[src/logic/datapath_pkg.sv]
`default_nettype none

package datapath_pkg;

    localparam int WORD_W    = 32;
    localparam int REG_COUNT = 16;
    localparam int MEM_DEPTH = 512;

    typedef logic [WORD_W-1:0] word_t;
    typedef logic [3:0]        reg_idx_t;

    // Instruction register fields
    localparam int OPCODE_MSB = 31;
    localparam int OPCODE_LSB = 27;
    localparam int RA_MSB     = 26;
    localparam int RA_LSB     = 23;
    localparam int RB_MSB     = 22;
    localparam int RB_LSB     = 19;
    localparam int RC_MSB     = 18;
    localparam int RC_LSB     = 15;
    localparam int C2_MSB     = 20;
    localparam int C2_LSB     = 19;
    localparam int CONST_MSB  = 18;
    localparam int CONST_LSB  = 0;

    typedef enum logic [4:0] {
        alu_add = 5'd3,
        alu_sub = 5'd4,
        alu_and = 5'd5,
        alu_or  = 5'd6,
        alu_inc = 5'd19
    } alu_op_t;

    typedef enum logic [1:0] {
        cond_zero    = 2'd0,
        cond_nonzero = 2'd1,
        cond_plus    = 2'd2,
        cond_minus   = 2'd3
    } cond_t;

    // One-hot bus sources with the spare bits held low
    typedef struct packed {
        logic [1:0] spare;
        logic       pc_out;
        logic       zlow_out;
        logic       mdr_out;
        logic       c_out;
        logic       r_out;
        logic       inport_out;
    } drive_t;

    typedef struct packed {
        logic pc_in;
        logic ir_in;
        logic y_in;
        logic z_in;
        logic mar_in;
        logic mdr_in;
        logic r_in;
        logic con_in;
        logic outport_in;
    } load_t;

    typedef struct packed {
        logic gra;
        logic grb;
        logic grc;
        logic ba_out;
    } select_t;

endpackage

`default_nettype wire
[src/logic/register_file.sv]
`timescale 1ns/100ps
`default_nettype none

module register_file (
    input  wire                        clk,
    input  wire                        rst_n,
    input  wire datapath_pkg::select_t sel,
    input  wire datapath_pkg::word_t   ir,
    input  wire datapath_pkg::word_t   bus,
    input  wire                        r_in,
    output datapath_pkg::word_t        reg_data
);

    datapath_pkg::word_t    regs [datapath_pkg::REG_COUNT];
    datapath_pkg::reg_idx_t idx;

    // Register number comes from the IR field picked by gra/grb/grc
    always_comb begin
        if (sel.gra) begin
            idx = ir[datapath_pkg::RA_MSB:datapath_pkg::RA_LSB];
        end else if (sel.grb) begin
            idx = ir[datapath_pkg::RB_MSB:datapath_pkg::RB_LSB];
        end else if (sel.grc) begin
            idx = ir[datapath_pkg::RC_MSB:datapath_pkg::RC_LSB];
        end else begin
            idx = '0;
        end
    end

    // Base-address reads of R0 see a constant zero
    assign reg_data = (sel.ba_out && idx == '0) ? '0 : regs[idx];

    always_ff @(posedge clk or negedge rst_n) begin
        if (!rst_n) begin
            for (int i = 0; i < datapath_pkg::REG_COUNT; i++) begin
                regs[i] <= '0;
            end
        end else if (r_in) begin
            regs[idx] <= bus;
        end
    end

    a_write_has_select: assert property (
        @(posedge clk) disable iff (!rst_n)
        r_in |-> $onehot({sel.gra, sel.grb, sel.grc})
    ) else $error("register_file: r_in without exactly one register select");

endmodule

`default_nettype wire

[config.mk]
export PLATFORM = sky130hd
export DESIGN_NAME = register_file
export DESIGN_NICKNAME = d
export VERILOG_FILES = /design/src/logic/datapath_pkg.sv /design/src/logic/register_file.sv
export SDC_FILE = /design/constraint.sdc
export NUM_CORES = 1
export LEC_CHECK = 0
export BUFFER_PORTS_ARGS = -buffer_cell sky130_fd_sc_hd__buf_4
export CAP_MARGIN = 0
export CORE_ASPECT_RATIO = 1.2
export CORE_UTILIZATION = 60
export DETAILED_ROUTE_END_ITERATION = 12
export PLACE_DENSITY = 0.78
export SYNTH_ARGS = -nofsm -noshare
export SYNTH_HDL_FRONTEND = slang
export SYNTH_SLANG_ARGS = --single-unit
export TNS_END_PERCENT = 100
[constraint.sdc]
create_clock -name clk -period 2.5 [get_ports clk]
set_input_delay 0.125 -clock clk [delete_from_list [all_inputs] [get_ports clk]]
set_output_delay 0.125 -clock clk [all_outputs]
set_load 0.03 [all_outputs]
==> summary.txt <==
Setup path
  • Critical path, cell by cell: buf_4 > a21oi_1 > a22oi_2 > buf_12 > nor2_1 > a32oi_1 > o41ai_2 > buf_4
  • CP top delay family: simple AND/OR/NAND/NOR gates
  • Buf+Inv Stages, Crit Path: 3
  • Worst setup EP type: output pin
  • R2R Setup Slk: 1.70 ns
  • Crit path launch type: input port
  • WS Path Type: in -> out
  • Critical-path top delay cell: nor2_1
  • Crit path required time: 2.38 ns
  • Worst EP arrival: 2.36 ns
  • Maximum fanout along the worst path: 17
  • CP max stage delay: 0.87 ns
  • Critical path's most frequent cell: buf_4

Detailed routing
  • Final wirelength: 61.5 mm
  • DRC: 0
  • Via density: 6.45
  • Routed Antenna Nets: 0
  • Vias: 15,433
  • WL per Instance: 25.7 um
  • First-pass iteration count of the detailed router: 5
  • Initial DRC Count: 1,022

Floorplan
  • Starting Density: 60.7%
  • Die X: 185 um
  • Core area: 39,600 um^2
  • Chip height: 221 um
  • Rows: 80
  • Die Area: 40,900 um^2
  • IO Pins: 103

Layout
  • Area of the multi-input gates: 10,500 um^2
  • Area grow syn2layout: 17.3%
  • Share of layout cells above drive strength 1: 47.4%
  • Storage cell area: 12,800 um^2
  • Layout filler cell count: 2,606
  • Top flop regs: regs: 512 flops
  • Final #Nets: 1,892
  • Final Non-Filler Cells: 2,391
  • Max reg flops: 512
  • Top reg by flops: regs

Timing
  • Worst rel slew slack: 22.0%
  • Slew of the pin with the lowest slew margin: 1.17 ns
  • Worst Hold Slack: 0.183 ns
  • Final Cycle Share: 99.3%
  • Number of max-slew violations in the final report: 0
  • Final period demand of the worst path: 2.48 ns
  • Fin Clk Skew: 0 ns
  • RSZ-0062 raised after global routing: false
  • Hold Violations, Final: 0
  • Max Freq: 403 MHz
  • Setup-failing EPs final: 0
  • TNS Setup: 0 ns

CTS
  • Worst-Skew Late Latency: 0.57 ns
  • CTS tree: yes
  • Clock transition at path regs: 0.06 ns
  • CTS H-tree lvls: 2
  • CTS Buf Count: 50
  • Sink Count: 512
  • Post CTS Setup Buffer Count: 0
  • Clk buf depth: 3
  • Root buf cell: clkbuf_16

Logic synthesis
  • Flops & latches, synth: 512
  • Seq/Total Area, Yosys: 53.3%
  • Top cell type's share of synthesized area: 53.3%
  • Most frequent cells after synthesis: 512 x dfrtp_1, 507 x mux2_2, 59 x clkbuf_1
  • Syn Inst Count: 1,698
  • Unique masters post-synth: 54
  • Top cells by area, synth: dfrtp_1 53%, mux2_2 24%, mux4_2 5.1%, mux2_1 2.4%, mux2i_1 1.6%
  • Avg Inst Size Synth: 14.2 um^2
  • Commonest register cell after synthesis: dfrtp_1
  • Post-synth EDFFs: 0
  • Netlist Area Pre-Place: 24,100 um^2
  • Mapped Nets: 1,769
  • Top-count cell post-synth: dfrtp_1
  • Synth Warn #: 0
  • Dominant cell type by area after synthesis: dfrtp_1
  • Asr flop ratio synth: 100%

Worst hold path
  • Worst min path class: in -> async

Outcome
  • Status: completed

Global route
  • Grt total ovfl: 0
  • Vias in the first global route: 16,526
  • Largest net degree at the start of global routing: 88
  • First-pass GRT wire length: 97.3 mm
  • Initial antenna violation count: 5
  • Total GRT Usage: 31.3%

Placed design
  • # placed instances: 2,269
  • Buffers on Ports: 82
  • Placer Congestion: 0.817
  • Post-DP HPWL: 38.9 mm

Power
  • Leakage: 12.1 nW
  • Pwr Total: 27.1 mW
  • Peak supply drop: 632 uV
  • PD cells: 958 nW/um^2

Flow run
  • Max_cap viols: 0
-- metal layers --
layer	routed length, um	global-route usage [%]	up-vias
met3	3490	4.76	152
met4	1920	11.2	8
met2	30700	51.7	528
met5	55	0	-
li1	-	-	6576
met1	25300	42.2	8169
-- final timing paths --
check / startpoint / end / depth (start not counted)
worst min register to register: regs[25] / regs[25] / 1
worst min-delay path: rst_n / regs[313] / 2
worst max register to register: regs[117] / regs[117] / 1
max in group asynchronous: rst_n / regs[417] / 3
min in group clk: r_in / regs[27] / 5
worst max-delay path: sel[3] / reg_data[29] / 8
-- power by group --
group / switching [mW] / total (mW) / leakage, nW / internal (mW)
Sequential: 1.46 / 12.6 / 6.28 / 11.1
Combinational: 2.90 / 6.79 / 4.99 / 3.89
Clock: 3.14 / 7.68 / 0.824 / 4.54
Total: 7.49 / 27.1 / 12.1 / 19.6
-- cells in the final DEF (no fill, tap or decap), drive strengths merged, types with 25 or more instances in the layout --
cell type / synthesis / final
mux4: 54 / 54
dlygate4sd3: 0 / 33
nand2: 60 / 60
o2111ai: 29 / 29
clkbuf: 59 / 72
mux2i: 39 / 39
inv: 42 / 43
mux2: 558 / 558
buf: 96 / 193
dfrtp: 512 / 512
a21oi: 25 / 25
o211ai: 39 / 39
-- final cells by class --
type / instances / share of cell area, %
well taps: 533 / 2.36
inverters: 42 / 0.558
multi-input cells: 989 / 37.1
clock inverters: 16 / 0.749
clock buffers: 72 / 5.15
diodes: 1 / 0.00886
flip-flops and latches: 512 / 45.4
repair buffers: 226 / 8.68
-- through the flow --
stage / utilization, % / setup WS, ns / cell area (um^2)
CTS: 71.2 / 0.0713 / 28200
detailed placement: 66.2 / 0.0360 / 26200
global placement: 66.2 / 0.0592 / 26200
floorplan: - / -0.0989 / 24100
global route: 71.2 / 0.0000564 / 28200
finish: 71.2 / 0.0173 / 28200
-- cell families after synthesis --
group	after synthesis	share of synthesized area, %
simple gates	115	2.37
flops	512	53.3
compound gates	223	7.60
buf+inv	197	3.98
mux	651	32.8
-- timing repair --
item | 4_1_cts | 5_1_grt
setup endpoints to repair | 0 | 4
resized for setup | 0 | 2
hold endpoints to repair | 587 | 0
hold buffers | 33 | 0
Note: power is estimated with default switching activity, not from simulation.
