==> src/logic/datapath_pkg.sv <==
`default_nettype none

package datapath_pkg;

    localparam int WORD_W    = 32;
    localparam int REG_COUNT = 16;
    localparam int MEM_DEPTH = 512;

    typedef logic [WORD_W-1:0] word_t;
    typedef logic [3:0]        reg_idx_t;

    // Instruction register fields
    localparam int OPCODE_MSB = 31;
    localparam int OPCODE_LSB = 27;
    localparam int RA_MSB     = 26;
    localparam int RA_LSB     = 23;
    localparam int RB_MSB     = 22;
    localparam int RB_LSB     = 19;
    localparam int RC_MSB     = 18;
    localparam int RC_LSB     = 15;
    localparam int C2_MSB     = 20;
    localparam int C2_LSB     = 19;
    localparam int CONST_MSB  = 18;
    localparam int CONST_LSB  = 0;

    typedef enum logic [4:0] {
        alu_add = 5'd3,
        alu_sub = 5'd4,
        alu_and = 5'd5,
        alu_or  = 5'd6,
        alu_inc = 5'd19
    } alu_op_t;

    typedef enum logic [1:0] {
        cond_zero    = 2'd0,
        cond_nonzero = 2'd1,
        cond_plus    = 2'd2,
        cond_minus   = 2'd3
    } cond_t;

    // One-hot bus sources with the spare bits held low
    typedef struct packed {
        logic [1:0] spare;
        logic       pc_out;
        logic       zlow_out;
        logic       mdr_out;
        logic       c_out;
        logic       r_out;
        logic       inport_out;
    } drive_t;

    typedef struct packed {
        logic pc_in;
        logic ir_in;
        logic y_in;
        logic z_in;
        logic mar_in;
        logic mdr_in;
        logic r_in;
        logic con_in;
        logic outport_in;
    } load_t;

    typedef struct packed {
        logic gra;
        logic grb;
        logic grc;
        logic ba_out;
    } select_t;

endpackage

`default_nettype wire
==> src/logic/program_regs.sv <==
`timescale 1ns/100ps
`default_nettype none

module program_regs (
    input  wire                      clk,
    input  wire                      rst_n,
    input  wire datapath_pkg::word_t bus,
    input  wire                      pc_in,
    input  wire                      ir_in,
    input  wire                      outport_in,
    output datapath_pkg::word_t      pc,
    output datapath_pkg::word_t      ir,
    output datapath_pkg::word_t      c_sext,
    output datapath_pkg::word_t      outport_data
);

    localparam int CONST_W = datapath_pkg::CONST_MSB - datapath_pkg::CONST_LSB + 1;
    localparam int EXT_W   = datapath_pkg::WORD_W - CONST_W;

    // Immediate field widened with its sign bit
    assign c_sext = {{EXT_W{ir[datapath_pkg::CONST_MSB]}},
                     ir[datapath_pkg::CONST_MSB:datapath_pkg::CONST_LSB]};

    always_ff @(posedge clk or negedge rst_n) begin
        if (!rst_n) begin
            pc           <= '0;
            ir           <= '0;
            outport_data <= '0;
        end else begin
            if (pc_in) begin
                pc <= bus;
            end
            if (ir_in) begin
                ir <= bus;
            end
            if (outport_in) begin
                outport_data <= bus;
            end
        end
    end

endmodule

`default_nettype wire

==> config.mk <==
export PLATFORM = sky130hd
export DESIGN_NAME = program_regs
export DESIGN_NICKNAME = d
export VERILOG_FILES = /design/src/logic/datapath_pkg.sv /design/src/logic/program_regs.sv
export SDC_FILE = /design/constraint.sdc
export NUM_CORES = 1
export LEC_CHECK = 0
export BUFFER_PORTS_ARGS = -buffer_cell sky130_fd_sc_hd__buf_2
export CAP_MARGIN = 30
export CELL_PAD_IN_SITES_DETAIL_PLACEMENT = 1
export CELL_PAD_IN_SITES_GLOBAL_PLACEMENT = 1
export CORE_ASPECT_RATIO = 0.75
export CORE_MARGIN = 2
export CORE_UTILIZATION = 43
export DETAILED_ROUTE_END_ITERATION = 10
export GPL_TIMING_DRIVEN = 0
export HOLD_SLACK_MARGIN = 0.12
export PLACE_DENSITY = 0.95
export RECOVER_POWER = 25
export REMOVE_ABC_BUFFERS = 1
export SLEW_MARGIN = 0
export SYNTH_ARGS = -nofsm -noshare
export SYNTH_HDL_FRONTEND = slang
export SYNTH_SLANG_ARGS = --single-unit
==> constraint.sdc <==
create_clock -name clk -period 2.65 [get_ports clk]
set_input_delay 0.1325 -clock clk [delete_from_list [all_inputs] [get_ports clk]]
set_output_delay 0.1325 -clock clk [all_outputs]
set_load 0.05 [all_outputs]
==> results of run 1 <==
[routing by layer]
layer / GRT usage, % / vias to the layer above / routed length (um)
li1: - / 1111 / -
met1: 23.4 / 1279 / 4070
met3: 4.99 / 9 / 529
met2: 35.8 / 94 / 5410
met5: 0 / - / 0
met4: 4.76 / 0 / 93
[cells in the mapped netlist]
library cell   n
buf_12         9
buf_4         32
buf_6          3
dfrtp_1       96
mux2_2         6
mux2_4        90
[sequential cells by signal, summed over array words and instances (netlist names)]
register      count
ir               32
pc               32
outport_data     32
[power breakdown]
part	switching, W	internal [W]
Combinational	0.000945	0.000373
Sequential	0.0000981	0.00161
Clock	0.000532	0.000851
Total	0.00158	0.00284
[stage by stage]
step / cells / setup TNS, ns / cell area, sq um / power, W / worst slack [ns]
finish: 541 / 0 / 5450 / 0.00441 / 1.25
global placement: 488 / 0 / 4810 / 0.00301 / 0.605
CTS: 541 / 0 / 5560 / 0.00450 / 1.28
global route: 541 / 0 / 5450 / 0.00459 / 1.01
detailed placement: 492 / 0 / 4900 / 0.00306 / 1.28
floorplan: 192 / -36.59 / 3820 / 0.00266 / -2.83
[cell type report]
| class | count | area share, % |
|---|---|---|
| Multi-Input combinational cell | 96 | 24.4 |
| Clock buffer | 11 | 4.46 |
| Sequential cell | 96 | 44.1 |
| Tap cell | 132 | 3.03 |
| Timing Repair Buffer | 201 | 22.5 |
| Clock inverter | 5 | 1.47 |
[logic make-up (layout without fill, tap and decap cells)]
group	count (synthesis)	count (layout)	synth area share [%]
buffers and inverters	44	217	10.6
multiplexers	96	96	33.2
flip-flops	96	96	56.2
[critical path, cell delays in order]
cell and delay, ns:
dlygate4sd3_1 0.53, clkbuf_2 0.88, buf_16 0.33
[final timing paths]
kind                            slack (ns)          endpoint             start
worst max-delay path                  1.25   outport_data[5]             rst_n
worst min-delay path                  0.35  outport_data[17]        outport_in
worst max register to register        1.73            ir[18]            ir[18]
worst min register to register        0.49  outport_data[18]  outport_data[18]
max in group clk                      1.30        c_sext[20]            ir[18]
min in group asynchronous             0.58             ir[8]             rst_n
==> flow_summary.yaml, run 1 <==
status:
  status: "complete, no violations"
sta:
  fmax_ghz: 0.713
  whs_ns: 0.348
  setup_violations: 0
  finalMaxSlewViolations: 0
  hold_viol_final: 0
  timing.slew.headroom_pct: 20.7
  fin_crit_sh_pct: 52.9
  skew_ns: 0
  rsz0062_at_grt: "no"
  period_minus_slack_ns: 1.40
  worst_slew_pin_slew_ns: 1.19
layout:
  nets: 441
  antenna_cells: 0
  mostFrequentLayoutCells: "147 x buf_2, 96 x dfrtp_1, 66 x mux2_4"
  fillers: 982
  regArea_sq_um: 2400
  final_common_cell: "buf_2"
  drive_gt1_share_pct: 58.4
  syn_to_final_growth_pct: 27.4
  finish.utilization_pct: 56.4
  multi_input_area_sq_um: 1330
floorplan:
  die_w_um: 119
  start_util_pct: 44.3
  die_h_um: 90.4
  coreArea_sq_um: 9660
  pin_count: 165
  row_count: 31
  fp.dieArea_sq_um: 10800
worst_setup_path:
  worstSetupPathType: "input port to asynchronous set/reset pin"
  crit_path_end_kind: "asynchronous set/reset pin"
  reg2reg_depth: 1
  start_kind: "input port"
  worstPathRequired_ns: 3.16
  cp.arrival_ns: 1.91
  path_max_fanout: 51
placement:
  dp_hpwl_mm: 6.86
  gp_congestion: 0.662
  numPortBuffers: 164
clock_network:
  clk_latency_ns: 0.33
  cts_setup_buffers: 0
  cts_resized: 0
  cts_sinks: 96
  cts_root_buffer: "clkbuf_16"
  clk_pin_slew_ns: 0.06
  cts_buffer_depth: 2
  cts_tree: "done"
  cts_max_level: 3
  numCtsBuffers: 9
  holdBufCountCts: 33
global_route:
  grt_pass1_vias: 2852
  antenna_found_initial: 0
  grt_pass1_wl_mm: 16.5
  grtUsageTotal_pct: 19.7
  gr-total-overflow: 0
  grt_max_degree: 52
logic_synthesis:
  syn_area_per_cell_sq_um: 18.1
  netlist_area_sq_um: 4280
  yosys_warnings: 0
  ys_top_cells_by_area: "dfrtp_1 56%, mux2_4 32%, buf_4 5.6%"
  ys_types: 6
  synth_top_area_share_pct: 56.2
  ys_ff_latch: 96
  yosysTopAreaCell: "dfrtp_1"
  netlist_instances: 236
  seq_area_frac_synth_pct: 56.2
job:
  maxCapViolCount: 0
pwr:
  cellLeakagePower_nw: 2.72
  powerDensity_nw_per_um2: 810
  ir_drop_mv: 0.485
route:
  ant_nets: 0
  vias: 2493
  drc: 0
  detail_route.wl_per_cell_um: 18.7
  routed_wl_mm: 10.1
  dr.first_iter.drc_count: 68
  viasPerCell: 4.61
  drtPass1Iterations: 4
worst_hold_path:
  hp-class: "input port to register"
  min_path_cells: 2
Power figures use the tool's default switching activity.
==> run 2, diff against run 1 <==
--- a/config.mk
+++ b/config.mk
@@ -5,17 +5,18 @@
 export SDC_FILE = /design/constraint.sdc
 export NUM_CORES = 1
 export LEC_CHECK = 0
+export ABC_AREA = 1
 export BUFFER_PORTS_ARGS = -buffer_cell sky130_fd_sc_hd__buf_2
 export CAP_MARGIN = 30
 export CELL_PAD_IN_SITES_DETAIL_PLACEMENT = 1
 export CELL_PAD_IN_SITES_GLOBAL_PLACEMENT = 1
 export CORE_ASPECT_RATIO = 0.75
 export CORE_MARGIN = 2
-export CORE_UTILIZATION = 43
+export CORE_UTILIZATION = 35
 export DETAILED_ROUTE_END_ITERATION = 10
 export GPL_TIMING_DRIVEN = 0
 export HOLD_SLACK_MARGIN = 0.12
-export PLACE_DENSITY = 0.95
+export PLACE_DENSITY = 0.92
 export RECOVER_POWER = 25
 export REMOVE_ABC_BUFFERS = 1
 export SLEW_MARGIN = 0
==> constraint.sdc (replaced) <==
create_clock -name clk -period 1.4 [get_ports clk]
set_input_delay 0.07 -clock clk [delete_from_list [all_inputs] [get_ports clk]]
set_output_delay 0.07 -clock clk [all_outputs]
set_load 0.05 [all_outputs]
==> run 2 against run 1 <==
  * Sequential share of layout area is 2.4 points higher
  * Worst setup slack worse by 1.0 ns
  * Clock power is 84% higher
  * Combinational power is 62% higher
  * Global-route usage is 0.41 points lower
  * Non-clock buffer count is 3 lower
  * Critical path depth is 2 lower
  * First-iteration DRC count is 38% higher
  * Die area is 15% higher
  * Area after synthesis is 5.6% lower
  * Sequential power is 86% higher
  * Critical endpoint is now c_sext[29]
  * Largest power group unchanged
==> flow_summary.yaml, run 2 <==
route:
  routed_wl_mm: 11.6
  drc: 0
  vias: 3352
  detail_route.wl_per_cell_um: 15.7
  drtPass1Iterations: 4
  dr.first_iter.drc_count: 94
  ant_nets: 0
  viasPerCell: 4.53
job:
  maxCapViolCount: 0
logic_synthesis:
  seq_area_frac_synth_pct: 59.5
  netlist_area_sq_um: 4040
  yosysMostFrequentCell: "nand2_1"
  synthTopCellsByCount: "270 x nand2_1, 96 x dfrtp_1, 35 x buf_4"
  ys_types: 10
  synth_top_area_share_pct: 59.5
  ys_ff_latch: 96
  synth-main-ff-cell: "dfrtp_1"
  syn_area_per_cell_sq_um: 9.17
  ys_top_cells_by_area: "dfrtp_1 60%, nand2_1 25%, buf_4 6.5%"
  yosys_warnings: 0
  netlist_instances: 440
  yosysTopAreaCell: "dfrtp_1"
  synth_edf_count: 0
  async_flop_share_pct: 100
floorplan:
  die_h_um: 97
  coreArea_sq_um: 11100
  start_util_pct: 36.5
  pin_count: 165
  die_w_um: 128
  row_count: 33
  fp.dieArea_sq_um: 12400
sta:
  fmax_ghz: 0.839
  timing.slew.headroom_pct: 40.8
  tns_ns: 0
  skew_ns: 0
  rsz0062_at_grt: "no"
  whs_ns: 0.283
  setup_violations: 0
  hold_viol_final: 0
  fin_crit_sh_pct: 85.2
  setup_slack_ns: 0.207
  period_minus_slack_ns: 1.19
  finalMaxSlewViolations: 0
  worst_slew_pin_slew_ns: 0.888
pwr:
  ir_drop_mv: 0.611
  power_w: 0.00786
  powerDensity_nw_per_um2: 1520
  cellLeakagePower_nw: 3.00
clock_network:
  cts_root_buffer: "clkbuf_16"
  cts_tree: "done"
  clk_latency_ns: 0.33
  clk_pin_slew_ns: 0.06
  cts_max_level: 3
  numCtsBuffers: 9
  cts_buffer_depth: 2
  cts_sinks: 96
worst_setup_path:
  crit_path_end_kind: "output pin"
  rr_startpoint: "ir[18]"
  cp_top_family: "flip-flops"
  max_stage_delay_ns: 0.48
  path_max_fanout: 16
  cp-startpoint: "ir[18]"
  cp.arrival_ns: 1.12
  path_cells: "buf_2"
  start_kind: "register"
  cpMaxStageDelayCell: "dfrtp_2"
  worstSetupPathType: "register to output pin"
  reg2reg_depth: 2
  cp.depth: 1
  worstPathRequired_ns: 1.33
  cp_num_buf_inv: 1
placement:
  numPortBuffers: 164
  place_area_sq_um: 4580
  pre_cts_ws_ns: 0.0379
  gp_congestion: 0.720
  dp_hpwl_mm: 7.50
global_route:
  gr-total-overflow: 0
  grtUsageTotal_pct: 19.3
  grt_pass1_wl_mm: 19.0
  grt_max_degree: 55
  grt_pass1_vias: 3659
  antenna_found_initial: 0
worst_hold_path:
  hp-class: "input port to asynchronous set/reset pin"
layout:
  antenna_cells: 0
  final_common_cell: "nand2_1"
  multi_input_area_sq_um: 1090
  top_regs: "ir: 32 flops, outport_data: 32 flops, pc: 32 flops"
  fillers: 1333
  drive_gt1_share_pct: 30.5
  regArea_sq_um: 2400
  syn_to_final_growth_pct: 28.1
  mostFrequentLayoutCells: "286 x nand2_1, 161 x buf_2, 95 x dfrtp_1"
  finalInstanceArea_sq_um: 5170
  nets: 633
status:
  status: "complete, no violations"
==> run 2: cell types whose count changed after synthesis, sizes merged <==
cell,change
buf,+9
nand2,+288
mux2,-96
inv,+3
==> run 2: repair_timing <==
| action | CTS | global route |
|---|---|---|
| hold buffers | 33 | 0 |
| hold endpoints to repair | 138 | 0 |
| resized for setup | 0 | 1 |
| setup endpoints to repair | 0 | 9 |
| setup buffers | 0 | 0 |
==> run 2: worst paths after layout <==
kind,end,slack [ns]
worst max-delay path,c_sext[29],0.21
max in group asynchronous,ir[18],0.43
worst min register to register,ir[24],0.46
worst max register to register,ir[18],0.66
min in group clk,pc[29],0.32
worst min-delay path,outport_data[7],0.28
==> run 2: per-stage QoR <==
stage / instances / util (%)
final: 740 / 46.7
after global routing: 740 / 46.7
after CTS: 740 / 47.1
after detailed placement: 692 / 41.4
after global placement: 691 / 41.1
after floorplan: 387 / -
==> run 2: layer usage <==
layer,global-route usage (%),wire length (um)
met1,23.3,4880
met2,34.4,5940
met3,5.20,660
met4,4.40,112
met5,0,0
==> run 2: logic make-up (layout without fill, tap and decap cells) <==
kind of cell	Yosys count	after routing	synth area share [%]
buffers and inverters	56	216	12.6
and+or+nand+nor	288	288	27.9
DFF	96	96	59.5
==> run 2: power breakdown <==
group          switching (W)  internal, W  leakage [nW]
combinational        0.00170     0.000440          1.69
sequential          0.000158      0.00302          1.17
clock               0.000983      0.00156         0.143
total                0.00284      0.00502          3.00
==> run 2: area by class of cell <==
class / count / area share [%]
flip-flops and latches: 96 / 46.5
well taps: 140 / 3.39
multi-input cells: 288 / 21.0
repair buffers: 198 / 22.9
clock buffers: 12 / 4.58
clock inverters: 3 / 1.31
inverters: 3 / 0.363
