**config.mk**
```make
export PLATFORM = sky130hd
export DESIGN_NAME = alu_unit
export DESIGN_NICKNAME = d
export VERILOG_FILES = /design/src/logic/datapath_pkg.sv /design/src/logic/alu_unit.sv
export SDC_FILE = /design/constraint.sdc
export NUM_CORES = 1
export LEC_CHECK = 0
export BUFFER_PORTS_ARGS = -buffer_cell sky130_fd_sc_hd__buf_2
export CAP_MARGIN = 20
export CORE_AREA = 4 4 114 160
export CTS_BUF_LIST = sky130_fd_sc_hd__clkbuf_8 sky130_fd_sc_hd__clkbuf_16
export DETAILED_ROUTE_END_ITERATION = 10
export DIE_AREA = 0 0 118 164
export HOLD_SLACK_MARGIN = 0.03
export PLACE_DENSITY = 0.62
export SYNTH_ARGS = -nofsm -noshare
export SYNTH_HDL_FRONTEND = slang
export SYNTH_SLANG_ARGS = --single-unit
```
**constraint.sdc**
```tcl
create_clock -name clk -period 9.8 [get_ports clk]
set_clock_uncertainty 0.05 [all_clocks]
set_input_delay 1.47 -clock clk [delete_from_list [all_inputs] [get_ports clk]]
set_output_delay 1.47 -clock clk [all_outputs]
set_load 0.05 [all_outputs]
```
**src/logic/datapath_pkg.sv**
```systemverilog
`default_nettype none

package datapath_pkg;

    localparam int WORD_W    = 32;
    localparam int REG_COUNT = 16;
    localparam int MEM_DEPTH = 512;

    typedef logic [WORD_W-1:0] word_t;
    typedef logic [3:0]        reg_idx_t;

    // Instruction register fields
    localparam int OPCODE_MSB = 31;
    localparam int OPCODE_LSB = 27;
    localparam int RA_MSB     = 26;
    localparam int RA_LSB     = 23;
    localparam int RB_MSB     = 22;
    localparam int RB_LSB     = 19;
    localparam int RC_MSB     = 18;
    localparam int RC_LSB     = 15;
    localparam int C2_MSB     = 20;
    localparam int C2_LSB     = 19;
    localparam int CONST_MSB  = 18;
    localparam int CONST_LSB  = 0;

    typedef enum logic [4:0] {
        alu_add = 5'd3,
        alu_sub = 5'd4,
        alu_and = 5'd5,
        alu_or  = 5'd6,
        alu_inc = 5'd19
    } alu_op_t;

    typedef enum logic [1:0] {
        cond_zero    = 2'd0,
        cond_nonzero = 2'd1,
        cond_plus    = 2'd2,
        cond_minus   = 2'd3
    } cond_t;

    // One-hot bus sources with the spare bits held low
    typedef struct packed {
        logic [1:0] spare;
        logic       pc_out;
        logic       zlow_out;
        logic       mdr_out;
        logic       c_out;
        logic       r_out;
        logic       inport_out;
    } drive_t;

    typedef struct packed {
        logic pc_in;
        logic ir_in;
        logic y_in;
        logic z_in;
        logic mar_in;
        logic mdr_in;
        logic r_in;
        logic con_in;
        logic outport_in;
    } load_t;

    typedef struct packed {
        logic gra;
        logic grb;
        logic grc;
        logic ba_out;
    } select_t;

endpackage

`default_nettype wire
```
**src/logic/alu_unit.sv**
```systemverilog
`timescale 1ns/100ps
`default_nettype none

module alu_unit (
    input  wire                        clk,
    input  wire                        rst_n,
    input  wire datapath_pkg::word_t   bus,
    input  wire datapath_pkg::alu_op_t alu_op,
    input  wire                        y_in,
    input  wire                        z_in,
    output datapath_pkg::word_t        z
);

    datapath_pkg::word_t y;
    datapath_pkg::word_t result;

    always_comb begin
        case (alu_op)
            datapath_pkg::alu_add: result = y + bus;
            datapath_pkg::alu_sub: result = y - bus;
            datapath_pkg::alu_and: result = y & bus;
            datapath_pkg::alu_or:  result = y | bus;
            datapath_pkg::alu_inc: result = bus + 1'b1;   // Y is not used here
            default:               result = '0;
        endcase
    end

    always_ff @(posedge clk or negedge rst_n) begin
        if (!rst_n) begin
            y <= '0;
            z <= '0;
        end else begin
            if (y_in) begin
                y <= bus;
            end
            if (z_in) begin
                z <= result;
            end
        end
    end

    a_legal_op: assert property (
        @(posedge clk) disable iff (!rst_n)
        z_in |-> alu_op inside {datapath_pkg::alu_add, datapath_pkg::alu_sub,
                                datapath_pkg::alu_and, datapath_pkg::alu_or,
                                datapath_pkg::alu_inc}
    ) else $error("alu_unit: z_in with unknown ALU operation");

endmodule

`default_nettype wire

```
==> reports/metrics.cfg, run 1 <==
[run_status]
outcome = completed

[routing]
wire_per_inst_um = 18.5
drt-pass1-iter-count = 5
vias = 6931
first_iter_violations = 397
routed_via_density = 5.70
postRouteAntennaNets = 0
drc = 0
finalWirelength_um = 22400

[synthesis]
async_flop_share_pct = 100
synth_cell_types = 69
synth_seq_cells = 64
ys_warn_count = 0
synthFlopType = dfrtp_1
synth_nets = 1124
ys_seq_area_share_pct = 21.6
avgSynthCellArea_um2 = 7.78
netlist_instances = 955
synth_edf_count = 0
netlist_area_um2 = 7430

[floorplanning]
initial_core_util_pct = 44.6
core-area_um2 = 16700
die_w_um = 118
std_cell_rows = 56
die_h_um = 164
pin_count = 73
die_area_um2 = 19400

[clocking]
cts.path.max_buffers = 2
cts.sinks = 64
cts_buffers = 9
cts-root-buf = clkbuf_16
cts-resized-gates = 0
cts_setup_buffers = 0
cts.reportedPaths.clkPinSlew_ns = 0.06
worstSkewPairLatency_ns = 0.34
cts_tree = done
cts_hold_buf = 0
h-tree-depth = 3

[sta]
fin_crit_ns = 5.03
tightest_slew_ns = 1.04
maxSlewViolCount = 0
hold_violations = 0
fin_tns_setup_ns = 0
fin_crit_sh_pct = 51.3
rsz0062_at_grt = no
slew_headroom_pct = 30.4
fmaxAchievable_ghz = 0.199
finalSetupViolCount = 0

[worst_setup_path]
cp.arrival_ns = 5.19
cp.required_ns = 9.96
crit_path_end = z[27]$_DFFE_PN0P_
timing.rr.end = z[31]$_DFFE_PN0P_
crit_path_max_fanout = 47
critPathLaunch = alu_op[0]
cp-end-kind = flip-flop
r2r_setup_slack_ns = 6.12
criticalPathCategory = in -> reg
r2r_start = y[9]$_DFFE_PN0P_
cp-start-kind = primary input
worst_r2r_path_depth = 12

[placed_design]
place_congestion = 0.913
place_area_um2 = 7950
dp_hpwl_um = 16700
numPortBuffers = 72

[finish]
final_area_um2 = 8270
multi_input_area_um2 = 5280
regArea_um2 = 1600
nets = 1176
syn_to_final_growth_pct = 11.3
drive_gt1_share_pct = 11.1
num_antenna_cells = 0
nFillCells = 1694

[global_route]
grt_max_degree = 65
grt_usage_pct = 23.7
use_met1_pct = 25.9
grt_pass1_wl_um = 36400
grt_overflow = 0
use_met3_pct = 3.79
antenna_found_initial = 0
grt_busiest_layer = met2
grtUsageMet2_pct = 44.6
grt_pass1_vias = 7067

[worst_hold_path]
hp-class = reg -> reg
hold_depth = 1

[power]
p_leak_nw = 4.15
max-vdd-ir-drop_v = 0.0000652
power_density_nw_per_um2 = 129
p_total_mw = 1.07

[flow_run]
cap_viol_max_count = 0

registers in the layout, summed over array words and instances, names as in the netlist:
name  count
z        32
y        32
cells in the final DEF, fill, tap and decap left out, types with 5 or more instances in the layout:
| cell | instances |
|---|---|
| a211oi_1 | 7 |
| inv_1 | 111 |
| nand2b_1 | 12 |
| nor3_1 | 14 |
| ha_1 | 126 |
| a31oi_1 | 10 |
| a21o_1 | 23 |
| o21a_1 | 6 |
| nand3_1 | 9 |
| xor2_1 | 20 |
| o31ai_1 | 7 |
| o21ai_0 | 76 |
| o221ai_1 | 12 |
| buf_2 | 72 |
| a221oi_1 | 15 |
| clkbuf_16 | 9 |
| nand2_1 | 77 |
| dfrtp_1 | 64 |
| nor2_1 | 75 |
| nor2b_1 | 12 |
| xnor2_1 | 35 |
| o21bai_1 | 11 |
| a21oi_1 | 105 |
| and3_1 | 5 |
| buf_4 | 6 |
| o22ai_1 | 16 |
final cells by class:
class | instances | area share (%)
clock inverter | 5 | 0.575
multi-input combinational | 744 | 63.8
inverter | 109 | 4.95
sequential | 64 | 19.4
tap | 203 | 3.07
timing repair buffer | 79 | 5.14
clock buffer | 11 | 3.06
logic make-up after synthesis:
family	share of synthesized area [%]
AOI/OAI and AO/OA	28.3
xor gates and xnor gates	6.48
adders and majority gates	21.8
buffers and inverters	7.54
DFF	21.6
muxes	0.135
and+or+nand+nor	14.2
critical path: stages:
cell,delay [ns]
buf_2,0.30
nor3b_2,0.23
buf_4,0.48
a21oi_1,0.15
ha_1,0.40
a21o_1,0.25
a221o_1,0.34
a21oi_2,0.16
o211ai_2,0.14
a311o_2,0.46
a41oi_2,0.23
xnor2_1,0.09
a222oi_1,0.33
o21ai_1,0.12
cell usage after synthesis, types with 3 or more instances:
| cell type | instances | share of area, % |
|---|---|---|
| a211o_1 | 4 | 0.47 |
| ha_1 | 126 | 21 |
| o22ai_1 | 16 | 1.3 |
| dfrtp_1 | 64 | 22 |
| nor3_1 | 14 | 0.94 |
| o211ai_1 | 4 | 0.40 |
| nand4_1 | 4 | 0.34 |
| o21bai_1 | 11 | 1.1 |
| a21oi_1 | 105 | 7.1 |
| or3_1 | 4 | 0.34 |
| a21o_1 | 23 | 2.3 |
| nand2_1 | 77 | 3.9 |
| clkbuf_1 | 35 | 1.8 |
| nor2b_1 | 12 | 1.0 |
| o221ai_1 | 12 | 1.4 |
| o31ai_1 | 7 | 0.71 |
| o21a_1 | 6 | 0.61 |
| nand3_1 | 9 | 0.61 |
| a31oi_1 | 10 | 0.84 |
| a221oi_1 | 15 | 1.8 |
| a211oi_1 | 7 | 0.71 |
| inv_1 | 109 | 5.5 |
| o21ai_0 | 76 | 5.1 |
| xor2_1 | 20 | 2.4 |
| and3_1 | 5 | 0.42 |
| nor2_1 | 75 | 3.8 |
| nand2b_1 | 12 | 1.0 |
| xnor2_1 | 35 | 4.1 |
| and3_2 | 3 | 0.30 |
metrics by stage:
| step | setup WS, ns | std cells | utilization [%] | hold WS, ns |
|---|---|---|---|---|
| after floorplan | 4.44 | 955 | - | 0.501 |
| after global placement | 4.57 | 1198 | 47.7 | 0.406 |
| after detailed placement | 4.47 | 1198 | 47.7 | 0.420 |
| after CTS | 4.81 | 1214 | 49.5 | 0.434 |
| after global routing | 4.45 | 1215 | 49.6 | 0.471 |
| final | 4.77 | 1215 | 49.6 | 0.430 |
how the worst min path moves through the flow:
stage,start,endpoint,slack (ns)
6_report,z[8]$_DFFE_PN0P_,z[8]$_DFFE_PN0P_,0.43
5_1_grt,z[8]$_DFFE_PN0P_,z[8]$_DFFE_PN0P_,0.47
4_1_cts,z[8]$_DFFE_PN0P_,z[8]$_DFFE_PN0P_,0.43
3_5_place_dp,z[8]$_DFFE_PN0P_,z[8]$_DFFE_PN0P_,0.42
3_3_place_gp,z[8]$_DFFE_PN0P_,z[8]$_DFFE_PN0P_,0.41
2_1_floorplan,y[31]$_DFFE_PN0P_,y[31]$_DFFE_PN0P_,0.50
routing by layer:
layer / up-vias / routed length, µm
met2: 149 / 11900
met1: 3270 / 8900
met5: - / 0
met3: 52 / 764
li1: 3460 / -
met4: 0 / 856
power breakdown:
group | internal, mW | switching, mW | total [mW]
Clock | 0.208 | 0.131 | 0.339
Sequential | 0.282 | 0.0140 | 0.296
Combinational | 0.164 | 0.270 | 0.434
Total | 0.654 | 0.415 | 1.07
Note: power is estimated with default switching activity, not from simulation.
==> run 2, diff against run 1 <==
Settings changed: PLACE_DENSITY 0.62 to 0.65.
Clock period 9.8 ns to 4.3 ns, I/O delays scaled along.
==> run 2 against run 1 <==
Compared with the run above:
- design area rose by 1.1%
- via count up 1.7%
- register-to-register slack worse by 5.5 ns
- first-iteration DRC count increased by 19%
- largest cell class unchanged
- cell count rose by 1.1%
- non-clock buffer count rose by 15
- sequential share of layout area is 0.20 points lower
- critical path depth up 1
- critical endpoint unchanged
==> reports/metrics.cfg, run 2 (synthesis gave the netlist of run 1 again) <==
[power]
p_sw_uw = 932  ; +120%
power_frac_clock_pct = 28.6  ; -3.1 points
pwr-share-comb_pct = 42.7  ; +2.1 points
swShare_pct = 39.6  ; +0.79 points
internal_power_mw = 1.42  ; +120%
p_leak_nw = 4.21  ; +1.4%
seqPwrFrac_pct = 28.7  ; +1.0 points
power_density_nw_per_um2 = 282  ; +120%
max-vdd-ir-drop_v = 0.000123  ; +89%

[global_route]
grt_max_degree = 65  ; unchanged
antenna_found_initial = 0  ; unchanged
grt_usage_pct = 23.5  ; -0.13 points
grt_overflow = 0  ; unchanged
grt_pass1_vias = 7026  ; -0.58%
grt_pass1_wl_um = 36100  ; -0.91%

[floorplanning]
std_cell_rows = 56  ; unchanged
pin_count = 73  ; unchanged
die_h_um = 164  ; unchanged
die_w_um = 118  ; unchanged
core-area_um2 = 16700  ; unchanged
die_area_um2 = 19400  ; unchanged
initial_core_util_pct = 44.6  ; unchanged

[sta]
finalSetupViolCount = 0  ; unchanged
hold_ws_ns = 0.291  ; -0.140 ns
fin_crit_ns = 3.81
fin_tns_setup_ns = 0  ; unchanged
tightest_slew_ns = 0.867  ; -0.177 ns
fmaxAchievable_ghz = 0.262
hold_violations = 0  ; unchanged
fin_crit_sh_pct = 88.6
rsz0062_at_grt = no
slew_headroom_pct = 42.2  ; +12 points
maxSlewViolCount = 0  ; unchanged

[routing]
drt-pass1-iter-count = 5  ; unchanged
routed_via_density = 5.74  ; +0.65%
drc = 0  ; unchanged
first_iter_violations = 474  ; +19%
wire_per_inst_um = 18.4  ; -0.60%
vias = 7051  ; +1.7%
postRouteAntennaNets = 0  ; unchanged
finalWirelength_um = 22600  ; +0.46%

[placed_design]
place_congestion = 0.941  ; +3.1%
dp_hpwl_um = 17500  ; +4.9%
place_area_um2 = 8070  ; +1.6%
numPortBuffers = 72  ; unchanged
placedCellCount = 1213  ; +1.3%

[clocking]
h-tree-depth = 3  ; unchanged
cts_buffers = 9  ; unchanged
cts-resized-gates = 0  ; unchanged
cts_setup_buffers = 0  ; unchanged
worstSkewPairLatency_ns = 0.35  ; about the same
cts_tree = done
cts.path.max_buffers = 2  ; unchanged
cts_hold_buf = 0  ; unchanged
cts.sinks = 64  ; unchanged
cts-root-buf = clkbuf_16
cts.reportedPaths.clkPinSlew_ns = 0.05  ; about the same

[worst_setup_path]
path_buf_inv = 2  ; unchanged
cp_top_family = compound AO/OA/AOI/OAI gates
cp.required_ns = 4.46  ; -5.50 ns
crit_chain = buf_2, nand2b_1, nor3b_2, buf_12, a21oi_1, ha_1, and3_1, and3_2, a41oi_2, o211ai_2, a311o_2, a41oi_2, xnor2_1, a222oi_1, o21ai_1
slowest_stage = a311o_2
timing.rr.end = z[29]$_DFFE_PN0P_
cp.arrival_ns = 3.97  ; -1.22 ns
criticalPathCategory = in -> reg
worst_r2r_path_depth = 12  ; unchanged
r2r_setup_slack_ns = 0.66  ; -5.46 ns
crit_path_max_fanout = 35  ; -26%
slowest_delay_ns = 0.46  ; -0.02 ns
crit_top_cell = a41oi_2
cp-start-kind = primary input
r2r_start = y[9]$_DFFE_PN0P_
cp-end-kind = flip-flop

[finish]
mostFrequentLayoutCells = 126 x ha_1, 112 x inv_1, 105 x a21oi_1, 77 x nand2_1, 76 x o21ai_0
final_area_um2 = 8360  ; +1.1%
stdcell_count = 1228  ; +1.1%
num_antenna_cells = 0  ; unchanged
drive_gt1_share_pct = 12.1  ; +1.0 points
final_common_cell = ha_1
post-route-util_pct = 50.1  ; +0.53 points
reg.largest.list = y: 32 flops, z: 32 flops
nets = 1191  ; +1.3%
syn_to_final_growth_pct = 12.5
nFillCells = 1673  ; -1.2%

[worst_hold_path]
hp-class = in -> async

[flow_run]
cap_viol_max_count = 0  ; unchanged

[run_status]
outcome = completed

-- run 2: cell count changes in the layout (fill, tap and decap cells not counted) --
cell	delta
buf_16	+1
clkbuf_8	-1
clkinv_2	-1
buf_4	+14
inv_1	+1
bufinv_16	-1
-- run 2: stage by stage --
step	total power, mW	setup slack [ns]
2_1_floorplan	1.41	0.0483
3_3_place_gp	1.67	0.282
3_5_place_dp	1.68	0.165
4_1_cts	2.36	0.539
5_1_grt	2.51	0.170
6_report	2.35	0.490
-- run 2: worst max path at each step --
stage / cells past startpoint / end / startpoint
detailed placement: 15 / z[27]$_DFFE_PN0P_ / alu_op[3]
floorplan: 17 / z[27]$_DFFE_PN0P_ / alu_op[0]
global placement: 15 / z[27]$_DFFE_PN0P_ / alu_op[3]
finish: 15 / z[27]$_DFFE_PN0P_ / alu_op[3]
global route: 16 / z[22]$_DFFE_PN0P_ / alu_op[3]
CTS: 15 / z[27]$_DFFE_PN0P_ / alu_op[3]
-- run 2: final cells by class --
class                   instances  area, µm²  share of cell area [%]
clock inverters                 4       16.3                   0.195
clock buffers                  10        239                    2.86
well taps                     203        254                    3.04
inverters                     109        409                    4.90
multi-input cells             744       5280                    63.2
flip-flops and latches         64       1600                    19.2
repair buffers                 94        558                    6.68
-- run 2: power by group through the flow --
stage	Sequential, mW	Clock, mW	Combinational (mW)
6_report	0.676	0.672	1.00
2_1_floorplan	0.726	0	0.686
3_3_place_gp	0.685	0	0.988
4_1_cts	0.676	0.685	0.999
5_1_grt	0.681	0.708	1.12
3_5_place_dp	0.687	0	0.992
-- run 2: per-layer routing --
metal | global-route usage (%) | part of all wire [%] | up-vias
met5 | 0 | 0 | -
met4 | 13.1 | 5.0 | 0
met3 | 3.10 | 4.3 | 74
met2 | 42.6 | 51 | 205
met1 | 26.8 | 40 | 3280
li1 | - | - | 3492
-- run 2: worst register-to-register path, delay by kind of cell, from the launching register on --
| family | cells | cell delay [ns] |
|---|---|---|
| AOI/OAI and AO/OA | 6 | 1.67 |
| adders and majority gates | 1 | 0.38 |
| DFF | 1 | 0.38 |
| buffers and inverters | 1 | 0.09 |
| and+or+nand+nor | 3 | 0.78 |
| xor gates and xnor gates | 1 | 0.16 |
