===== src/logic/datapath_pkg.sv =====
`default_nettype none

package datapath_pkg;

    localparam int WORD_W    = 32;
    localparam int REG_COUNT = 16;
    localparam int MEM_DEPTH = 512;

    typedef logic [WORD_W-1:0] word_t;
    typedef logic [3:0]        reg_idx_t;

    // Instruction register fields
    localparam int OPCODE_MSB = 31;
    localparam int OPCODE_LSB = 27;
    localparam int RA_MSB     = 26;
    localparam int RA_LSB     = 23;
    localparam int RB_MSB     = 22;
    localparam int RB_LSB     = 19;
    localparam int RC_MSB     = 18;
    localparam int RC_LSB     = 15;
    localparam int C2_MSB     = 20;
    localparam int C2_LSB     = 19;
    localparam int CONST_MSB  = 18;
    localparam int CONST_LSB  = 0;

    typedef enum logic [4:0] {
        alu_add = 5'd3,
        alu_sub = 5'd4,
        alu_and = 5'd5,
        alu_or  = 5'd6,
        alu_inc = 5'd19
    } alu_op_t;

    typedef enum logic [1:0] {
        cond_zero    = 2'd0,
        cond_nonzero = 2'd1,
        cond_plus    = 2'd2,
        cond_minus   = 2'd3
    } cond_t;

    // One-hot bus sources with the spare bits held low
    typedef struct packed {
        logic [1:0] spare;
        logic       pc_out;
        logic       zlow_out;
        logic       mdr_out;
        logic       c_out;
        logic       r_out;
        logic       inport_out;
    } drive_t;

    typedef struct packed {
        logic pc_in;
        logic ir_in;
        logic y_in;
        logic z_in;
        logic mar_in;
        logic mdr_in;
        logic r_in;
        logic con_in;
        logic outport_in;
    } load_t;

    typedef struct packed {
        logic gra;
        logic grb;
        logic grc;
        logic ba_out;
    } select_t;

endpackage

`default_nettype wire

===== src/logic/con_ff.sv =====
`timescale 1ns/100ps
`default_nettype none

module con_ff (
    input  wire                      clk,
    input  wire                      rst_n,
    input  wire datapath_pkg::word_t ir,
    input  wire datapath_pkg::word_t bus,
    input  wire                      con_in,
    output logic                     con
);

    datapath_pkg::cond_t cond;
    logic                taken;

    assign cond = datapath_pkg::cond_t'(ir[datapath_pkg::C2_MSB:datapath_pkg::C2_LSB]);

    always_comb begin
        case (cond)
            datapath_pkg::cond_zero:    taken = (bus == '0);
            datapath_pkg::cond_nonzero: taken = (bus != '0);
            datapath_pkg::cond_plus:    taken = !bus[datapath_pkg::WORD_W-1];
            default:                    taken = bus[datapath_pkg::WORD_W-1];
        endcase
    end

    always_ff @(posedge clk or negedge rst_n) begin
        if (!rst_n) begin
            con <= 1'b0;
        end else if (con_in) begin
            con <= taken;
        end
    end

endmodule

`default_nettype wire


===== config.mk =====
export PLATFORM = sky130hd
export DESIGN_NAME = con_ff
export DESIGN_NICKNAME = d
export VERILOG_FILES = /design/src/logic/datapath_pkg.sv /design/src/logic/con_ff.sv
export SDC_FILE = /design/constraint.sdc
export NUM_CORES = 1
export LEC_CHECK = 0
export ABC_AREA = 1
export ABC_CLOCK_PERIOD_IN_PS = 1300
export BUFFER_PORTS_ARGS = -buffer_cell sky130_fd_sc_hd__buf_4
export CORE_AREA = 2 2 39 41
export DETAILED_ROUTE_END_ITERATION = 12
export DIE_AREA = 0 0 41 43
export GPL_TIMING_DRIVEN = 1
export HOLD_SLACK_MARGIN = 0.08
export PLACE_DENSITY = 0.7
export SYNTH_ARGS = -nofsm -noshare
export SYNTH_HDL_FRONTEND = slang
export SYNTH_SLANG_ARGS = --single-unit

===== constraint.sdc =====
create_clock -name clk -period 1.3 [get_ports clk]
set_input_delay 0.13 -clock clk [delete_from_list [all_inputs] [get_ports clk]]
set_output_delay 0.13 -clock clk [all_outputs]
set_load 0.05 [all_outputs]

==> impl_metrics.json, run 1 <==
{
  "status": "finished clean",
  "clk_latency_ns": 0,
  "cp-end-kind": "flop",
  "fin_setup_tns_ns": 0,
  "ant_nets": 0,
  "largest_reg_flops": 1,
  "slew_viol_final": 0,
  "die_y_um": 43,
  "rows": 14,
  "synth.top_cell.area_share_pct": 35.4,
  "vdd_drop_max_mv": 0.108,
  "yosysMostFrequentCell": "nor2_1",
  "gp_congestion": 0.609,
  "synthTopCellsByCount": "nor2_1, nand2_1, inv_1, nand3_1",
  "wl_um": 654,
  "place_area_sq_um": 478,
  "yosys_warnings": 0,
  "core_sq_um": 1380,
  "hp-class": "primary input to flop",
  "design_area_sq_um": 488,
  "first_pass_iters": 2,
  "grt_pass1_vias": 321,
  "syn_avg_cell_area_sq_um": 4.62,
  "synth-edff-count": 0,
  "maxCapViolCount": 0,
  "path_max_fanout": 2,
  "ys_seq_area_share_pct": 13.9,
  "num-nets-final": 146,
  "final.setup.worst_slack_ns": 0.231,
  "wl_per_cell_um": 7.03,
  "fin_crit_ns": 1.07,
  "synth_area_leaders": "nor2_1, nand2_1, dfrtp_1",
  "synthDistinctLibCells": 9,
  "syn_nets": 106,
  "final_util_pct": 35.3,
  "finalSetupViolations": 0,
  "n_antenna_cell": 0,
  "dieArea_sq_um": 1760,
  "vias": 368,
  "relSlewSlack_pct": 90.1,
  "rsz0062_at_grt": "false",
  "slowest_stage": "or2_1",
  "pre_cts_ws_ns": 0.210,
  "synth_top_area_cell": "nor2_1",
  "syn_area_sq_um": 180,
  "postSynthRegisterBits": 1,
  "place_inst": 92,
  "ioPinCount": 68,
  "p_leak_nw": 0.267,
  "grt_util_all_layers_pct": 7.92,
  "power.density_cell_area_nw_per_um2": 332,
  "top_regs": "con x1",
  "post-route-period-util_pct": 82.2,
  "arrival_ns": 0.95,
  "drive_gt1_share_pct": 49.4,
  "overflow": 0,
  "clk_pin_slew_ns": 0,
  "start_util_pct": 13.0,
  "remaining_drc_errors": 0,
  "dp_hpwl_um": 616,
  "grt_max_degree": 3,
  "dieWidth_um": 41,
  "fin_worst_skew_ns": 0,
  "cp-start-kind": "primary input",
  "tightestPinTransition_ns": 0.147,
  "max_freq_mhz": 936,
  "instances_no_fill": 93,
  "synth_ff_type": "dfrtp_1",
  "largest-register": "con",
  "fill_cells": 154,
  "slowest_delay_ns": 0.22,
  "hold_viol": 0,
  "path_class": "primary input to flop",
  "crit_required_ns": 1.18,
  "synthToLayoutAreaGrowth_pct": 171,
  "port_buffers": 37,
  "drt_iter0_drc": 1,
  "grt_pass1_wl_mm": 1.08,
  "crit_path_frequent_cell": "nand2_1",
  "ys_async_sr_fraction_pct": 100,
  "synthCells": 39,
  "antenna_found_initial": 0,
  "vias_per_cell": 3.96,
  "path_cells": "buf_4, or2_1, nor2_1, nand2_1, nor2_1, nand2_1, nand2_1, nand2_1, nand3_1, nand2_1"
}
[through the flow]
step           hold WS, ns  total power [mW]
2_1_floorplan       -0.166            0.0702
3_3_place_gp       -0.0952             0.158
3_5_place_dp       -0.0939             0.161
4_1_cts              0.379             0.163
5_1_grt              0.398             0.177
6_report             0.373             0.162
[cell usage in the layout, fill, tap and decap left out, drive strengths merged]
| cell | instances |
|---|---|
| nand4 | 1 |
| nand3 | 3 |
| buf | 37 |
| inv | 3 |
| or2 | 1 |
| nand2 | 11 |
| dlygate4sd3 | 1 |
| nor2 | 18 |
| nor3 | 1 |
| dfrtp | 1 |
[final cells by class]
class | instances | area [sq um] | area share (%)
multi-input combinational | 35 | 144 | 29.5
timing repair buffer | 38 | 288 | 59.0
inverter | 3 | 11.3 | 2.31
sequential | 1 | 25.0 | 5.13
tap | 16 | 20.0 | 4.10
[final timing paths]
check                      slack, ns  endpoint  cells past startpoint  startpoint
min in group asynchronous       0.46       con                      2       rst_n
max in group asynchronous       0.76       con                      2       rst_n
hold reg to reg                 0.47       con                      2         con
setup / recovery                0.23       con                     10      ir[20]
hold / removal                  0.37       con                      3      con_in
setup reg to reg                0.72       con                      2         con
[layer usage]
| layer | global-route usage, % | part of all wire (%) |
|---|---|---|
| met2 | 15.9 | 55 |
| met3 | 0 | 14 |
| met4 | 0 | 0 |
| met1 | 8.95 | 30 |
| met5 | 0 | 0 |
[power breakdown]
group | internal (mW) | leakage (nW) | switching (mW)
logic | 0.0845 | 0.255 | 0.0409
registers | 0.0351 | 0.0120 | 0.00148
clock network | 0 | 0 | 0
total | 0.120 | 0.267 | 0.0423
[critical path: cells and delay by family]
kind	cells	cell delay (ns)
AND/OR/NAND/NOR	9	0.71
buffers and inverters	1	0.11
[logic make-up after synthesis]
group,after synthesis,synth area share (%)
AND/OR/NAND/NOR,35,79.9
flip-flops,1,13.9
buffers and inverters,3,6.25
[repair_timing]
item / 4_1_cts / 5_1_grt
gates resized for setup: 0 / 0
hold buffers: 1 / 0
endpoints found under the hold margin: 1 / 0
buffers inserted: 0 / 0
setup endpoints to repair: 0 / 0
Note: power is estimated with default switching activity, not from simulation.
==> run 2: changes to the inputs <==
Settings changed: ABC_CLOCK_PERIOD_IN_PS 1300 to 1000.
Clock period 1.3 ns to 1 ns, I/O delays scaled along.
==> impl_metrics.json, run 2 (synthesized netlist as in run 1, its figures left out) <==
{
  "status": "finished with violations",
  "violations": "setup timing",
  "vias": 368,
  "power.density_cell_area_nw_per_um2": 431,
  "slowest_stage": "or2_1",
  "largest_reg_flops": 1,
  "design_area_sq_um": 508,
  "relSlewSlack_pct": 90.4,
  "cp-end-kind": "flop",
  "max_freq_mhz": 998,
  "cp_num_buf_inv": 1,
  "crit_required_ns": 0.88,
  "whs_ns": 0.343,
  "final_common_cell": "buf_4",
  "slew_viol_final": 0,
  "clk_pin_slew_ns": 0,
  "overflow": 0,
  "drt_iter0_drc": 1,
  "grt_pass1_wl_mm": 1.08,
  "finalSetupViolations": 1,
  "rsz0062_at_grt": "true",
  "place_area_sq_um": 478,
  "fin_crit_ns": 1.00,
  "grt_util_all_layers_pct": 8.02,
  "fin_worst_skew_ns": 0,
  "dp_hpwl_um": 616,
  "vias_per_cell": 3.96,
  "wl_per_cell_um": 7.31,
  "grt_max_degree": 3,
  "place_inst": 92,
  "num-nets-final": 146,
  "final_cell_mix": "buf_4, nor2_1, nand2_1",
  "maxCapViolCount": 0,
  "dieArea_sq_um": 1760,
  "clk_latency_ns": 0,
  "core_sq_um": 1380,
  "cp-start-kind": "primary input",
  "wl_um": 680,
  "fin_setup_tns_ns": -0.00231,
  "final.setup.worst_slack_ns": -0.00231,
  "instances_no_fill": 93,
  "tightestPinTransition_ns": 0.146,
  "path_class": "primary input to flop",
  "remaining_drc_errors": 0,
  "path_cells": "buf_6, or2_1, nor2_1, nand2_1, nor2_1, nand2_1, nand2_1, nand2_1, nand3_1, nand2_1",
  "path_delay_family": "simple AND/OR/NAND/NOR gates",
  "path_max_fanout": 2,
  "port_buffers": 37,
  "ant_nets": 0,
  "antenna_found_initial": 0,
  "hp-class": "primary input to flop",
  "top_regs": "con x1",
  "grt_pass1_vias": 321,
  "p_leak_nw": 0.271,
  "die_y_um": 43,
  "vdd_drop_max_mv": 0.140,
  "start_util_pct": 13.0,
  "hold_viol": 0,
  "gp_congestion": 0.609,
  "fill_cells": 150,
  "first_pass_iters": 2,
  "rows": 14,
  "synthToLayoutAreaGrowth_pct": 182,
  "slowest_delay_ns": 0.22,
  "dieWidth_um": 41,
  "arrival_ns": 0.88,
  "drive_gt1_share_pct": 51.9,
  "power.total_mw": 0.219,
  "largest-register": "con",
  "ioPinCount": 68,
  "crit_path_frequent_cell": "nand2_1",
  "n_antenna_cell": 0,
  "post-route-period-util_pct": 100
}
==> run 2: cell type report <==
class / count / area (sq um) / area share (%)
inverter: 3 / 11.3 / 2.22
tap: 16 / 20.0 / 3.94
timing repair buffer: 38 / 295 / 58.1
multi-input combinational: 35 / 156 / 30.8
sequential: 1 / 25.0 / 4.93
==> run 2: worst paths after layout <==
| kind | startpoint | endpoint | slack (ns) | cells past startpoint |
|---|---|---|---|---|
| setup / recovery | ir[20] | con | -0.002 | 10 |
| hold / removal | con_in | con | 0.34 | 3 |
| setup reg to reg | con | con | 0.42 | 2 |
| hold reg to reg | con | con | 0.47 | 2 |
| max in group asynchronous | rst_n | con | 0.49 | 2 |
| min in group asynchronous | rst_n | con | 0.43 | 2 |
==> run 2: per-stage QoR <==
step | utilization [%] | worst slack, ns
3_3_place_gp | 34.5 | -0.0640
4_1_cts | 35.8 | -0.0248
6_report | 36.7 | -0.00231
3_5_place_dp | 34.5 | -0.0602
2_1_floorplan | - | 0.119
5_1_grt | 36.7 | -0.137
==> run 2: report_power, final <==
part	internal (mW)	total (mW)	leakage (nW)	switching, mW
logic	0.114	0.171	0.258	0.0569
registers	0.0456	0.0475	0.0120	0.00192
clock network	0	0	0	0
==> run 2: timing repair <==
item / 4_1_cts / 5_1_grt
pin swaps: 1 / 0
endpoints found under the setup margin: 1 / 1
hold buffers: 1 / 0
hold endpoints to repair: 1 / 0
buffers inserted: 0 / 0
gates resized for setup: 2 / 3
==> run 2: routing by layer <==
metal,wire (um),global-route usage [%],vias to the layer above
met4,0,0,0
li1,-,-,196
met1,210,8.95,151
met5,0,0,-
met3,89,0,0
met2,380,16.3,21
==> run 2: worst reg2reg max path, cell delays in order, from the launching register on <==
cell and delay [ns]:
dfrtp_1 0.35, nand2_1 0.06, nand2_1 0.05
==> run 3: changes to the inputs <==
--- a/config.mk
+++ b/config.mk
@@ -15,4 +15,5 @@
 export HOLD_SLACK_MARGIN = 0.08
 export PLACE_DENSITY = 0.7
+export RECOVER_POWER = 50
 export SYNTH_ARGS = -nofsm -noshare
 export SYNTH_HDL_FRONTEND = slang
==> constraint.sdc (replaced) <==
create_clock -name clk -period 1 [get_ports clk]
set_input_delay 0.05 -clock clk [delete_from_list [all_inputs] [get_ports clk]]
set_output_delay 0.05 -clock clk [all_outputs]
set_load 0.05 [all_outputs]
==> impl_metrics.json, run 3 (synthesized netlist as in run 1, its figures left out) <==
{
  "status": "finished clean",
  "path_max_fanout": 2,
  "relSlewSlack_pct": 90.1,
  "p_leak_nw": 0.267,
  "final_util_pct": 35.7,
  "hp-class": "primary input to flop",
  "path_cells": "buf_4, or2_1, nor2_1, nand2_1, nor2_1, nand2_1, nand2_1, nand2_1, nand3_1, nand2_1",
  "antenna_found_initial": 0,
  "post-route-period-util_pct": 95.6,
  "final_common_cell": "buf_4",
  "port_buffers": 37,
  "gp_congestion": 0.609,
  "num-nets-final": 146,
  "fill_cells": 151,
  "reg2reg_from": "con",
  "maxCapViolCount": 0,
  "dieArea_sq_um": 1760,
  "grt_pass1_vias": 321,
  "rsz0062_at_grt": "true",
  "ant_nets": 0,
  "largest-register": "con",
  "wl_um": 655,
  "remaining_drc_errors": 0,
  "vdd_drop_max_mv": 0.140,
  "regArea_sq_um": 25.0,
  "overflow": 0,
  "slowest_stage": "or2_1",
  "grt_pass1_wl_mm": 1.08,
  "die_y_um": 43,
  "fin_worst_skew_ns": 0,
  "finalSetupViolations": 0,
  "crit_path_frequent_cell": "nand2_1",
  "start_util_pct": 13.0,
  "drt_iter0_drc": 1,
  "grt_util_all_layers_pct": 7.92,
  "drive_gt1_share_pct": 50.6,
  "place_area_sq_um": 478,
  "cp-end-kind": "flop",
  "cts_setup_buffers": 0,
  "r2r_slack_ns": 0.42,
  "arrival_ns": 0.84,
  "multiInputGateArea_sq_um": 146,
  "fin_crit_ns": 0.956,
  "path_class": "primary input to flop",
  "ioPinCount": 68,
  "vias_per_cell": 3.98,
  "ff2ff_path_depth": 2,
  "power.density_cell_area_nw_per_um2": 431,
  "largest_reg_flops": 1,
  "crit_start": "bus[31]",
  "clk_pin_slew_ns": 0,
  "whs_path_depth": 3,
  "wl_per_cell_um": 7.04,
  "cp-start-kind": "primary input",
  "rr_endpoint": "con",
  "worst_hold_path.endpoint": "con",
  "core_sq_um": 1380,
  "dp_hpwl_um": 616,
  "hp-start": "con_in",
  "clk_latency_ns": 0,
  "synthToLayoutAreaGrowth_pct": 174,
  "max_freq_mhz": 1050,
  "dieWidth_um": 41,
  "design_area_sq_um": 494,
  "rows": 14,
  "tightestPinTransition_ns": 0.147,
  "top_regs": "con x1",
  "grt_max_degree": 3,
  "first_pass_iters": 2,
  "slew_viol_final": 0,
  "n_antenna_cell": 0,
  "slowest_delay_ns": 0.20,
  "final_cell_mix": "buf_4, nor2_1, nand2_1",
  "vias": 370,
  "crit_required_ns": 0.88,
  "hold_viol": 0
}
==> run 3: cell types whose count changed in the layout (fill, tap and decap cells not counted) <==
cell,before,now
nor3_2,1,0
nor2_4,1,0
buf_6,2,1
nor2_2,1,2
nor3_1,0,1
clkbuf_4,0,1
==> run 3: final cells by class <==
class / count / share of cell area, %
inverter: 3 / 2.28
multi-input combinational: 35 / 29.6
sequential: 1 / 5.06
tap: 16 / 4.05
timing repair buffer: 38 / 59.0
==> run 3: how the worst max path moves through the flow <==
stage	to	slack, ns
after global routing	con	-0.09
after detailed placement	con	-0.01
final	con	0.04
after global placement	con	-0.01
after CTS	con	0.003
after floorplan	con	0.16
==> run 3: repair_timing <==
action                                 CTS  global route
resized for setup                        0             2
endpoints found under the hold margin    1             0
gates cloned                             0             0
hold buffers                             1             0
setup endpoints to repair                1             1
pin swaps                                1             0
==> run 3: stage by stage <==
step	total power [mW]	worst slack (ns)	std cells	TNS (ns)	hold WS (ns)
after global placement	0.206	-0.0140	92	-0.0140	-0.175
after floorplan	0.0912	0.164	39	0	-0.246
final	0.213	0.0442	93	0	0.293
after global routing	0.232	-0.0921	93	-0.0921	0.318
after detailed placement	0.209	-0.0102	92	-0.0102	-0.174
after CTS	0.212	0.00304	93	0	0.299
==> run 3: metal layers <==
| metal | GRT usage, % | part of all wire [%] | wire (um) | vias to the layer above |
|---|---|---|---|---|
| met5 | 0 | 0 | 0 | - |
| met4 | 0 | 0 | 0 | 0 |
| met3 | 0 | 14 | 89 | 0 |
| met2 | 15.9 | 56 | 364 | 21 |
| met1 | 8.95 | 31 | 201 | 153 |
| li1 | - | - | - | 196 |
==> run 3: report_power, final <==
group | switching (mW) | internal, mW
Sequential | 0.00192 | 0.0456
Clock | 0 | 0
Combinational | 0.0539 | 0.111
Total | 0.0558 | 0.157
==> run 3: worst max-delay path, delay by kind of cell <==
family	cells	cell delay (ns)
buffers and inverters	1	0.11
AND/OR/NAND/NOR	9	0.67
